===== config.mk =====
export PLATFORM = sky130hd
export DESIGN_NAME = itim
export DESIGN_NICKNAME = d
export VERILOG_FILES = /design/src/verilog/itim_pkg.sv /design/src/verilog/itim_array.sv /design/src/verilog/itim_ctrl.sv /design/src/verilog/itim.sv
export VERILOG_INCLUDE_DIRS = /design/src /design/src/verilog
export SDC_FILE = /design/constraint.sdc
export NUM_CORES = 2
export LEC_CHECK = 0
export BUFFER_PORTS_ARGS = -buffer_cell sky130_fd_sc_hd__buf_2
export CORE_UTILIZATION = 45
export CTS_BUF_LIST = sky130_fd_sc_hd__clkbuf_8
export CTS_CLUSTER_DIAMETER = 200
export CTS_CLUSTER_SIZE = 14
export DETAILED_ROUTE_END_ITERATION = 16
export GPL_TIMING_DRIVEN = 0
export HOLD_SLACK_MARGIN = 0.15
export PLACE_DENSITY = 0.63
export SYNTH_ARGS = -nofsm -noshare
export SYNTH_HDL_FRONTEND = slang
export SYNTH_SLANG_ARGS = --single-unit

===== constraint.sdc =====
create_clock -name clock -period 14.59 [get_ports clock]
set_input_delay 3.6475 -clock clock [delete_from_list [all_inputs] [get_ports clock]]
set_output_delay 3.6475 -clock clock [all_outputs]
set_load 0.02 [all_outputs]

===== src/verilog/itim_settings.svh =====
`ifndef ITIM_SETTINGS_SVH
`define ITIM_SETTINGS_SVH

// Set index bits, 16 sets by default
`define ITIM_DEPTH 4

// Word-in-line bits, 4 words per line by default
`define ITIM_WIDTH 2

// Window of byte addresses held by the ITIM, top address excluded
`define ITIM_BASE_ADDR 32'h0000_0000
`define ITIM_TOP_ADDR 32'h0000_4000

`endif


===== src/verilog/itim_pkg.sv =====
`default_nettype none

`include "itim_settings.svh"

package itim_pkg;

  typedef logic [31:0] addr_t; // Byte address
  typedef logic [31:0] word_t; // Instruction word

  typedef logic [`ITIM_DEPTH-1:0] index_t;
  typedef logic [`ITIM_WIDTH-1:0] offset_t;
  typedef logic [29-(`ITIM_DEPTH+`ITIM_WIDTH):0] tag_t;
  typedef logic [32*(2**`ITIM_WIDTH)-1:0] line_t;

  // Fetch request from the core, a fence when both valid and fence are set
  typedef struct packed {
    logic valid;
    logic fence;
    addr_t addr;
  } fetch_req_t;

  // Request to the backing bus, valid is held until the word completes
  typedef struct packed {
    logic valid;
    addr_t addr;
  } bus_req_t;

  // Shared by the fetch response and the bus response
  typedef struct packed {
    logic ready;
    word_t rdata;
  } mem_rsp_t;

  typedef enum logic [2:0] {
    hit,
    miss,
    load,
    update,
    fence
  } itim_state_t;

endpackage

`default_nettype wire


===== src/verilog/itim_array.sv =====
`timescale 1ns/1ps
`default_nettype none

`include "itim_settings.svh"

module itim_array
  import itim_pkg::*;
#(
  parameter int entry_width = 1
) (
  input wire logic clock,
  input wire index_t read_index,
  input wire logic write,
  input wire index_t write_index,
  input wire logic [entry_width-1:0] wdata,
  output logic [entry_width-1:0] rdata
);

  logic [entry_width-1:0] entries [2**`ITIM_DEPTH] = '{default: '0};
  index_t read_index_q = '0;

  always_ff @(posedge clock) begin
    read_index_q <= read_index;
    if (write) begin
      entries[write_index] <= wdata;
    end
  end

  // Read through the registered index, so a write at the same edge is seen
  assign rdata = entries[read_index_q];

endmodule

`default_nettype wire


===== src/verilog/itim_ctrl.sv =====
`timescale 1ns/1ps
`default_nettype none

`include "itim_settings.svh"

module itim_ctrl
  import itim_pkg::*;
(
  input wire logic clock,
  input wire logic reset,
  input wire fetch_req_t fetch_req,
  output mem_rsp_t fetch_rsp,
  output bus_req_t bus_req,
  input wire mem_rsp_t bus_rsp,
  output index_t read_index,
  output index_t write_index,
  output logic line_write,
  output logic lock_write,
  output tag_t tag_wdata,
  output line_t line_wdata,
  output logic lock_wdata,
  input wire tag_t tag_rdata,
  input wire line_t line_rdata,
  input wire logic lock_rdata
);

  // Captured request, split into its address fields
  typedef struct packed {
    logic valid;
    logic fence;
    addr_t addr;
    tag_t tag;
    index_t index;
    offset_t offset;
  } front_t;

  typedef struct packed {
    itim_state_t state;
    logic bus_valid;
    addr_t bus_addr;
    offset_t count; // Word being filled
    index_t walk;   // Set being cleared by a fence
  } back_t;

  localparam back_t back_reset = '{state: hit, default: '0};

  front_t front_q;
  front_t front_d;
  back_t back_q;
  back_t back_d;
  line_t line_q;
  line_t line_next;
  logic in_window;

  always_comb begin
    front_d = front_q;
    front_d.valid = 1'b0;
    front_d.fence = 1'b0;
    if (fetch_req.valid && fetch_req.fence) begin
      front_d.fence = 1'b1;
    end else if (fetch_req.valid) begin
      front_d.valid = 1'b1;
      front_d.addr = fetch_req.addr;
      front_d.tag = fetch_req.addr[31:`ITIM_DEPTH+`ITIM_WIDTH+2];
      front_d.index = fetch_req.addr[`ITIM_DEPTH+`ITIM_WIDTH+1:`ITIM_WIDTH+2];
      front_d.offset = fetch_req.addr[`ITIM_WIDTH+1:2];
    end
  end

  // One unsigned compare covers both ends of the window
  assign in_window = (front_q.addr - `ITIM_BASE_ADDR) < (`ITIM_TOP_ADDR - `ITIM_BASE_ADDR);

  // Arrays are read at the edge that samples the request
  always_comb begin
    case (back_q.state)
      hit: read_index = front_d.index;
      fence: read_index = back_q.walk;
      default: read_index = front_q.index;
    endcase
  end

  always_comb begin
    line_next = line_q;
    if (back_q.state == miss && bus_rsp.ready) begin
      line_next[32*back_q.count +: 32] = bus_rsp.rdata; // Merge the completed word
    end
  end

  always_comb begin
    back_d = back_q;
    fetch_rsp = '0;
    write_index = front_q.index;
    line_write = 1'b0;
    lock_write = 1'b0;
    lock_wdata = 1'b0;

    case (back_q.state)
      hit: begin
        if (front_q.fence) begin
          back_d.state = fence;
          back_d.walk = '0;
        end else if (front_q.valid) begin
          if (!in_window) begin
            back_d.state = load;
            back_d.bus_valid = 1'b1;
            back_d.bus_addr = front_q.addr;
          end else if (!lock_rdata) begin
            // Free set, fetch the whole line from its first word
            back_d.state = miss;
            back_d.bus_valid = 1'b1;
            back_d.bus_addr = {front_q.addr[31:`ITIM_WIDTH+2], {(`ITIM_WIDTH+2){1'b0}}};
            back_d.count = '0;
          end else if (tag_rdata != front_q.tag) begin
            // Locked by another line, never replaced
            back_d.state = load;
            back_d.bus_valid = 1'b1;
            back_d.bus_addr = front_q.addr;
          end else begin
            fetch_rsp.ready = 1'b1;
            fetch_rsp.rdata = line_rdata[32*front_q.offset +: 32];
          end
        end
      end

      miss: begin
        if (bus_rsp.ready) begin
          if (back_q.count == '1) begin
            line_write = 1'b1;
            lock_write = 1'b1;
            lock_wdata = 1'b1;
            back_d.bus_valid = 1'b0;
            back_d.state = update;
          end else begin
            back_d.bus_addr = back_q.bus_addr + 32'd4;
            back_d.count = back_q.count + 1'b1;
          end
        end
      end

      load: begin
        fetch_rsp.ready = bus_rsp.ready; // Bus word goes straight to the core
        fetch_rsp.rdata = bus_rsp.rdata;
        if (bus_rsp.ready) begin
          back_d.bus_valid = 1'b0;
          back_d.state = hit;
        end
      end

      update: begin
        fetch_rsp.ready = 1'b1;
        fetch_rsp.rdata = line_q[32*front_q.offset +: 32];
        back_d.state = hit;
      end

      fence: begin
        write_index = back_q.walk;
        lock_write = 1'b1;
        if (back_q.walk == '1) begin
          fetch_rsp.ready = 1'b1; // Last set cleared at this edge
          back_d.state = hit;
        end else begin
          back_d.walk = back_q.walk + 1'b1;
        end
      end

      default: begin
        back_d.state = hit;
      end
    endcase
  end

  assign tag_wdata = front_q.tag;
  assign line_wdata = line_next;
  assign bus_req = '{valid: back_q.bus_valid, addr: back_q.bus_addr};

  always_ff @(posedge clock) begin
    if (reset) begin
      front_q <= '0;
      back_q <= back_reset;
    end else begin
      front_q <= front_d;
      back_q <= back_d;
    end
  end

  always_ff @(posedge clock) begin
    line_q <= line_next;
  end

endmodule

`default_nettype wire


===== src/verilog/itim.sv =====
`timescale 1ns/1ps
`default_nettype none

module itim
  import itim_pkg::*;
(
  input wire logic clock,
  input wire logic reset,
  input wire fetch_req_t fetch_req,
  output mem_rsp_t fetch_rsp,
  output bus_req_t bus_req,
  input wire mem_rsp_t bus_rsp
);

  index_t read_index;
  index_t write_index;
  logic line_write;
  logic lock_write;
  tag_t tag_wdata;
  tag_t tag_rdata;
  line_t line_wdata;
  line_t line_rdata;
  logic lock_wdata;
  logic lock_rdata;

  itim_ctrl i_itim_ctrl (
    .clock(clock),
    .reset(reset),
    .fetch_req(fetch_req),
    .fetch_rsp(fetch_rsp),
    .bus_req(bus_req),
    .bus_rsp(bus_rsp),
    .read_index(read_index),
    .write_index(write_index),
    .line_write(line_write),
    .lock_write(lock_write),
    .tag_wdata(tag_wdata),
    .line_wdata(line_wdata),
    .lock_wdata(lock_wdata),
    .tag_rdata(tag_rdata),
    .line_rdata(line_rdata),
    .lock_rdata(lock_rdata)
  );

  // Tag and line are written together when a fill completes
  itim_array #(.entry_width($bits(tag_t))) tag_array (
    .clock(clock),
    .read_index(read_index),
    .write(line_write),
    .write_index(write_index),
    .wdata(tag_wdata),
    .rdata(tag_rdata)
  );

  itim_array #(.entry_width($bits(line_t))) line_array (
    .clock(clock),
    .read_index(read_index),
    .write(line_write),
    .write_index(write_index),
    .wdata(line_wdata),
    .rdata(line_rdata)
  );

  itim_array #(.entry_width(1)) lock_array (
    .clock(clock),
    .read_index(read_index),
    .write(lock_write),
    .write_index(write_index),
    .wdata(lock_wdata),
    .rdata(lock_rdata)
  );

endmodule

`default_nettype wire


==> Yosys cells after proc, flatten, opt, wreduce, memory -nomap -nowiden <==
Memories as Yosys holds them, arrays and structs flattened. A register that Yosys moved wholly into a read port is not among the register bits.
Index checks and enable logic that the tools add are counted.
{ "word_totals": {"reg_bits": 234, "latchBits": 0, "ram_bits": 2448, "mem_bits_ro": 0, "mem_count": 3} }
{ "memory_table": {"columns": ["name", "words", "word_bits", "rd", "rd_clocked_by_memory_dff", "write_ports", "line", "text"], "rows": [
  ["line_array.entries", 16, 128, 1, 1, 1, "itim_array.sv:19", "logic [entry_width-1:0] entries [2**`ITIM_DEPTH] = '{default: '0};"],
  ["tag_array.entries", 16, 24, 1, 1, 1, "itim_array.sv:19", null],
  ["lock_array.entries", 16, 1, 1, 1, 1, "itim_array.sv:19", null]
]} }
{ "classes": {"n_addsub": 4, "mul": 0, "n_div": 0, "order_cmp": 1, "n_eq_ne": 21, "shifts": 4, "muxes": 43, "bitwise_logic": 1, "reduce_logical": 13} }
{ "ops": {"columns": ["cell", "count"], "rows": [
  ["128-bit by 8-bit variable part select with 32-bit output", 2],
  ["33-bit 2-to-1 mux", 5],
  ["128-bit bitwise mux", 1],
  ["128-bit 2-to-1 mux", 1],
  ["32-bit by 34-bit variable shift with 128-bit output, first input constant", 1],
  ["32-bit by 34-bit variable part select with 128-bit output", 1],
  ["36-bit 2-to-1 mux", 3],
  ["32-bit one-hot mux with 3 select lines", 1],
  ["38-bit 2-to-1 mux", 2],
  ["34-bit one-hot mux with 2 select lines", 1],
  ["35-bit 2-to-1 mux", 1],
  ["34-bit 2-to-1 mux", 1],
  ["7-bit negator with 34-bit output", 1],
  ["32-bit by 3-bit adder with 32-bit output, second input constant", 1],
  ["32-bit by 15-bit less-than comparator with 1-bit output, second input constant", 1],
  ["24-bit inequality test", 1],
  ["4-bit 2-to-1 mux", 5],
  ["4-bit one-hot mux with 2 select lines", 2],
  ["2-bit inequality test, second input constant", 7],
  ["7-bit AND reduction", 2],
  ["6-bit 2-to-1 mux", 2],
  ["3-bit one-hot mux with 4 select lines", 1],
  ["6-bit AND reduction", 2],
  ["1-bit 2-to-1 mux", 10],
  ["other kinds (24)", 32]
]} }

==> Logic depth before layout (Yosys ltp) <==
{ "depth": {"depth_word": 7, "mapped_depth": 16, "depth_no_buf": 9} }

==> Cells and area by module <==
A second synthesis with hierarchy kept.
{ "unflattened": {"hier_cells": 5347, "area_unflattened_um2": 103902.2} }
{ "modules_own_cells": {"columns": ["mod", "instances", "cells_per_inst", "area_per_inst_um2", "seq_area_each_um2"], "rows": [
  ["itim_array at line_array", 1, 3241, 76848.7, 61579.1],
  ["itim_array at tag_array", 1, 616, 14530.2, 11611.1],
  ["itim_ctrl", 1, 1440, 11717.5, 4164.0],
  ["itim_array at lock_array", 1, 50, 805.8, 560.5]
]} }

==> Worst setup path after synthesis <==
No wires, ideal clock.
{ "synth_timing": {"kind": "input to register", "start": "in bus_rsp[32] (netlist name)", "end": "mem line_array.entries[0][0] (netlist name) (enable)", "setup_ns": 0.666, "arrival_ns": 11.271, "required_ns": 13.924, "setup_slack_ns": 2.652, "path_stages": 5, "cell_sequence": "clkbuf_1 > nand2_1 > nor2_1 > o21ai_0 > nor2_1"} }
{ "synth_via": {"elab_chain_len": 4} }
{ "synth_lines": {"columns": ["item", "line", "text"], "rows": [
  ["start: declaration", "itim.sv:12", "input wire mem_rsp_t bus_rsp"],
  ["1-bit 2-to-1 mux", "itim_ctrl.sv:126", "if (bus_rsp.ready) begin"],
  ["1-bit 2-to-1 mux", "itim_ctrl.sv:97", "case (back_q.state)"],
  ["named net i_itim_ctrl.line_write", "itim_ctrl.sv:17", "output logic line_write,"],
  ["1-bit 2-to-1 mux", "itim_array.sv:24", "if (write) begin"],
  ["1-bit 2-to-1 mux (not written as such)", "itim_array.sv:25", "entries[write_index] <= wdata;"],
  ["end: declaration", "itim_array.sv:19", null]
]} }
The timed path passes the listed nets, and every way through them passes these cells.

==> summary.md <==
| Metric | Value |
|---|---|
| Sequential share of the synthesized area | 0.748 |
| Failing checks | max-capacitance violations, max-slew violations |
| GPL Wtd Cong | 0.911 |
| Clk sink count | about 2700 |
| WL final | ~300000 um |
| Final setup vio count | 0 |
| # H-tree levels | 4 |
| Post-layout nets | 5626 |
| Final Cycle Share | 0.733 |
| Die height | 483 um |
| CP Max Fanout | 10 |
| Cell Rows | 176 |
| Syn_area_per_cell | 20.8 um^2 |
| Mux contribution to synthesized area | 0.181 |
| Final antenna-violating net count | 0 |
| Largest family of logic cells by synthesized area | multiplexers |
| Initial detailed-routing violation count | about 8000 |
| Die width | a little under 500 um |
| Adder-cell share of the synthesized area | 0.000963 |
| Drt wl/cell | 34.5 um |
| Clock Skew | 0.0825 ns |
| Fin cells | 8750 |
| DR DRC count | 0 |
| Global-route wire length before repair | roughly 420000 um |
| Drt pass-1 iters | 7 |
| Yosys cell types | 65 |
| Post-synthesis xor/xnor area fraction | 0.00194 |
| Synth Area in Simple Gates | 0.0299 |
| Clock slew at reported path FFs | 0.11 ns |
| Most frequent cells in the layout | edfxtp_1, mux4_2, nand2_1 |
| Most used routing layer | met2 |
| Syn_nets | 5064 |
| FFs w/ async S/R, synth | 0 |
| Max Transition Viols Final | 11 |
| Via count | 55000 |
| Vias per inst | 6.28 |
| Yosys reg bits | 2660 |
| Worst-Margin Slew | 1.54 ns |
| Setup tns final | 0 ns |
| YS warnings | 0 |
| Post-route cell area | 116000 um^2 |
| Grt met2 use | 0.413 |
| I/O Buffers | 132 |
| Utilization after layout | 0.504 |
| Gate count after technology mapping | 4987 |
| Unrepaired setup endpoints after global routing | false |
| Max-cap violations | 1 |
| Share of cells above drive strength 1 | 0.275 |
| HP Class | reg -> reg |
| Crit. End Element | primary output |
| Reg2Reg Setup Slack | 9.69 ns |
| Status | finished, violations left |
| CP Class | reg -> out |
| Pleak | ~40 nW |
| Total Power | 13.6 mW |
| Tmin final | 10.69 ns |
| Latest clock arrival within the worst-skew pair | ~1.1 ns |
| Area delta synth->final | 11.4% |
| Met3 Usage GRT | 0.0509 |
| Slew Limit Headroom | -0.0265 |
| CTS tree | built |
| CP startpoint kind | flip-flop |
| Final hold viol count | 0 |
| Worst vdd rail ir drop | 0.104 mV |
| Worst hold margin | 0.465 ns |
| Total CTS buffers | between 200 and 250 |
| Largest net degree at the start of global routing | 25 |
| # placed instances | 8355 |
| Deepest clock path buffer count | 3 |
| DP Area | 112000 um^2 |
| Commonest non-fill, non-tap cell in the layout | edfxtp_1 |
| CTS root buf | clkbuf_8 |
| Overall routing resource usage | 0.260 |
| Mapped cell area | 104000 um^2 |
| Grt met1 use | 0.355 |
| Fmax | 93.5 MHz |
| Hpwl dp | 201000 um |
| Final setup margin | a little under 4 ns |
| Post-synth top flop | edfxtp_1 |
| Initial antenna violation count | 36 |
| Pwr per Cell Area | around 120 nW/um^2 |
| Top Ports | ~140 |
| Initial core utilization | 0.452 |
| Core area | ~230000 um^2 |
| Die area | 233000 um^2 |
| Number of global-route vias before repair | 53900 |
| Grt ovf | 0 |
| Req. time, crit path | ~11 ns |
| Post-Place Worst Slack | about 5.0 ns |
| # Post-CTS Setup Buffers | 0 |
| Worst EP arrival | 7.05 ns |
| CTS Hold Bufs | 0 |
| Post-CTS sizing | 0 |
| Layout filler cell count | 18400 |
| Post-synthesis compound-gate area fraction | 0.0206 |
| Number of flops mapped to enable cells by yosys | 2448 |
[Yosys cell counts, drive strengths merged (16+ instances only)]
cell type	n	area, um^2
mux4	787	17700
nand2	439	1650
a211oi	20	150
buf	164	1160
nand3	56	280
dfxtp	212	4240
mux2	43	484
edfxtp	2448	73500
a21oi	70	350
nor3	30	150
a22oi	23	173
clkbuf	164	619
nor2	88	330
o21ai	152	761
nor2b	16	100
mux2i	61	611
[flip-flops by register name (all words and copies together), names as in the netlist, named ones only]
name                   count
line_array.entries      2048
tag_array.entries        384
i_itim_ctrl.line_q       128
i_itim_ctrl.bus_req       33
lock_array.entries        16
i_itim_ctrl.back_q         9
i_itim_ctrl.tag_wdata     23
i_itim_ctrl.front_q       15
[logic make-up (layout without fill, tap and decap cells)]
family	Yosys count	count (layout)
muxes	891	891
and+or+nand+nor	712	712
adders and majority gates	8	8
buffers and inverters	341	1067
other	0	11
DFF	2660	2660
xor gates and xnor gates	23	23
AOI/OAI and AO/OA	352	352
[layout make-up]
class	count	area (um^2)	share of cell area
Tap cell	3026	3790	0.0327
Clock buffer	211	2900	0.0251
Clock inverter	162	704	0.00608
Multi-Input combinational cell	1986	24500	0.211
Inverter	13	48.8	0.000421
Buffer	328	1790	0.0155
Sequential cell	2660	77800	0.671
Timing Repair Buffer	353	4300	0.0371
Antenna cell	11	27.5	0.000238
[critical path, stage by stage, from the launching register on]
cell and delay, ns:
dfxtp_1 0.46, buf_4 0.26, buf_6 0.28, buf_4 0.31
buf_4 0.29, buf_6 0.26, clkbuf_1 1.10, clkbuf_1 0.80
mux4_2 0.42, mux4_2 0.53, mux4_2 0.54, nand3_1 0.11
nand2_1 0.31, buf_2 0.29
[report_power, final]
| part | total, mW | switching [mW] | internal (mW) |
|---|---|---|---|
| Clock | 3.81 | 2.46 | 1.36 |
| Sequential | 8.49 | 0.0487 | 8.44 |
| Combinational | 1.34 | 0.859 | 0.484 |
| Total | 13.6 | 3.36 | 10.3 |
[final timing paths]
path	start	endpoint	cells after the start
worst min-delay path	i_itim_ctrl.front_q[30]$_SDFFE_PP0P_	i_itim_ctrl.front_q[30]$_SDFFE_PP0P_	2
worst max register to register	i_itim_ctrl.back_q[39]$_SDFFE_PP0P_	line_array.entries[13][55]$_DFFE_PP_	9
worst min register to register	i_itim_ctrl.front_q[30]$_SDFFE_PP0P_	i_itim_ctrl.front_q[30]$_SDFFE_PP0P_	2
worst max-delay path	flip-flop	fetch_rsp[13]	13
[per-layer routing]
metal,up-vias,part of all wire
met3,616,0.094
li1,21700,-
met1,29600,0.39
met5,-,0.00010
met2,3110,0.48
met4,4,0.042
Power figures use the tool's default switching activity.
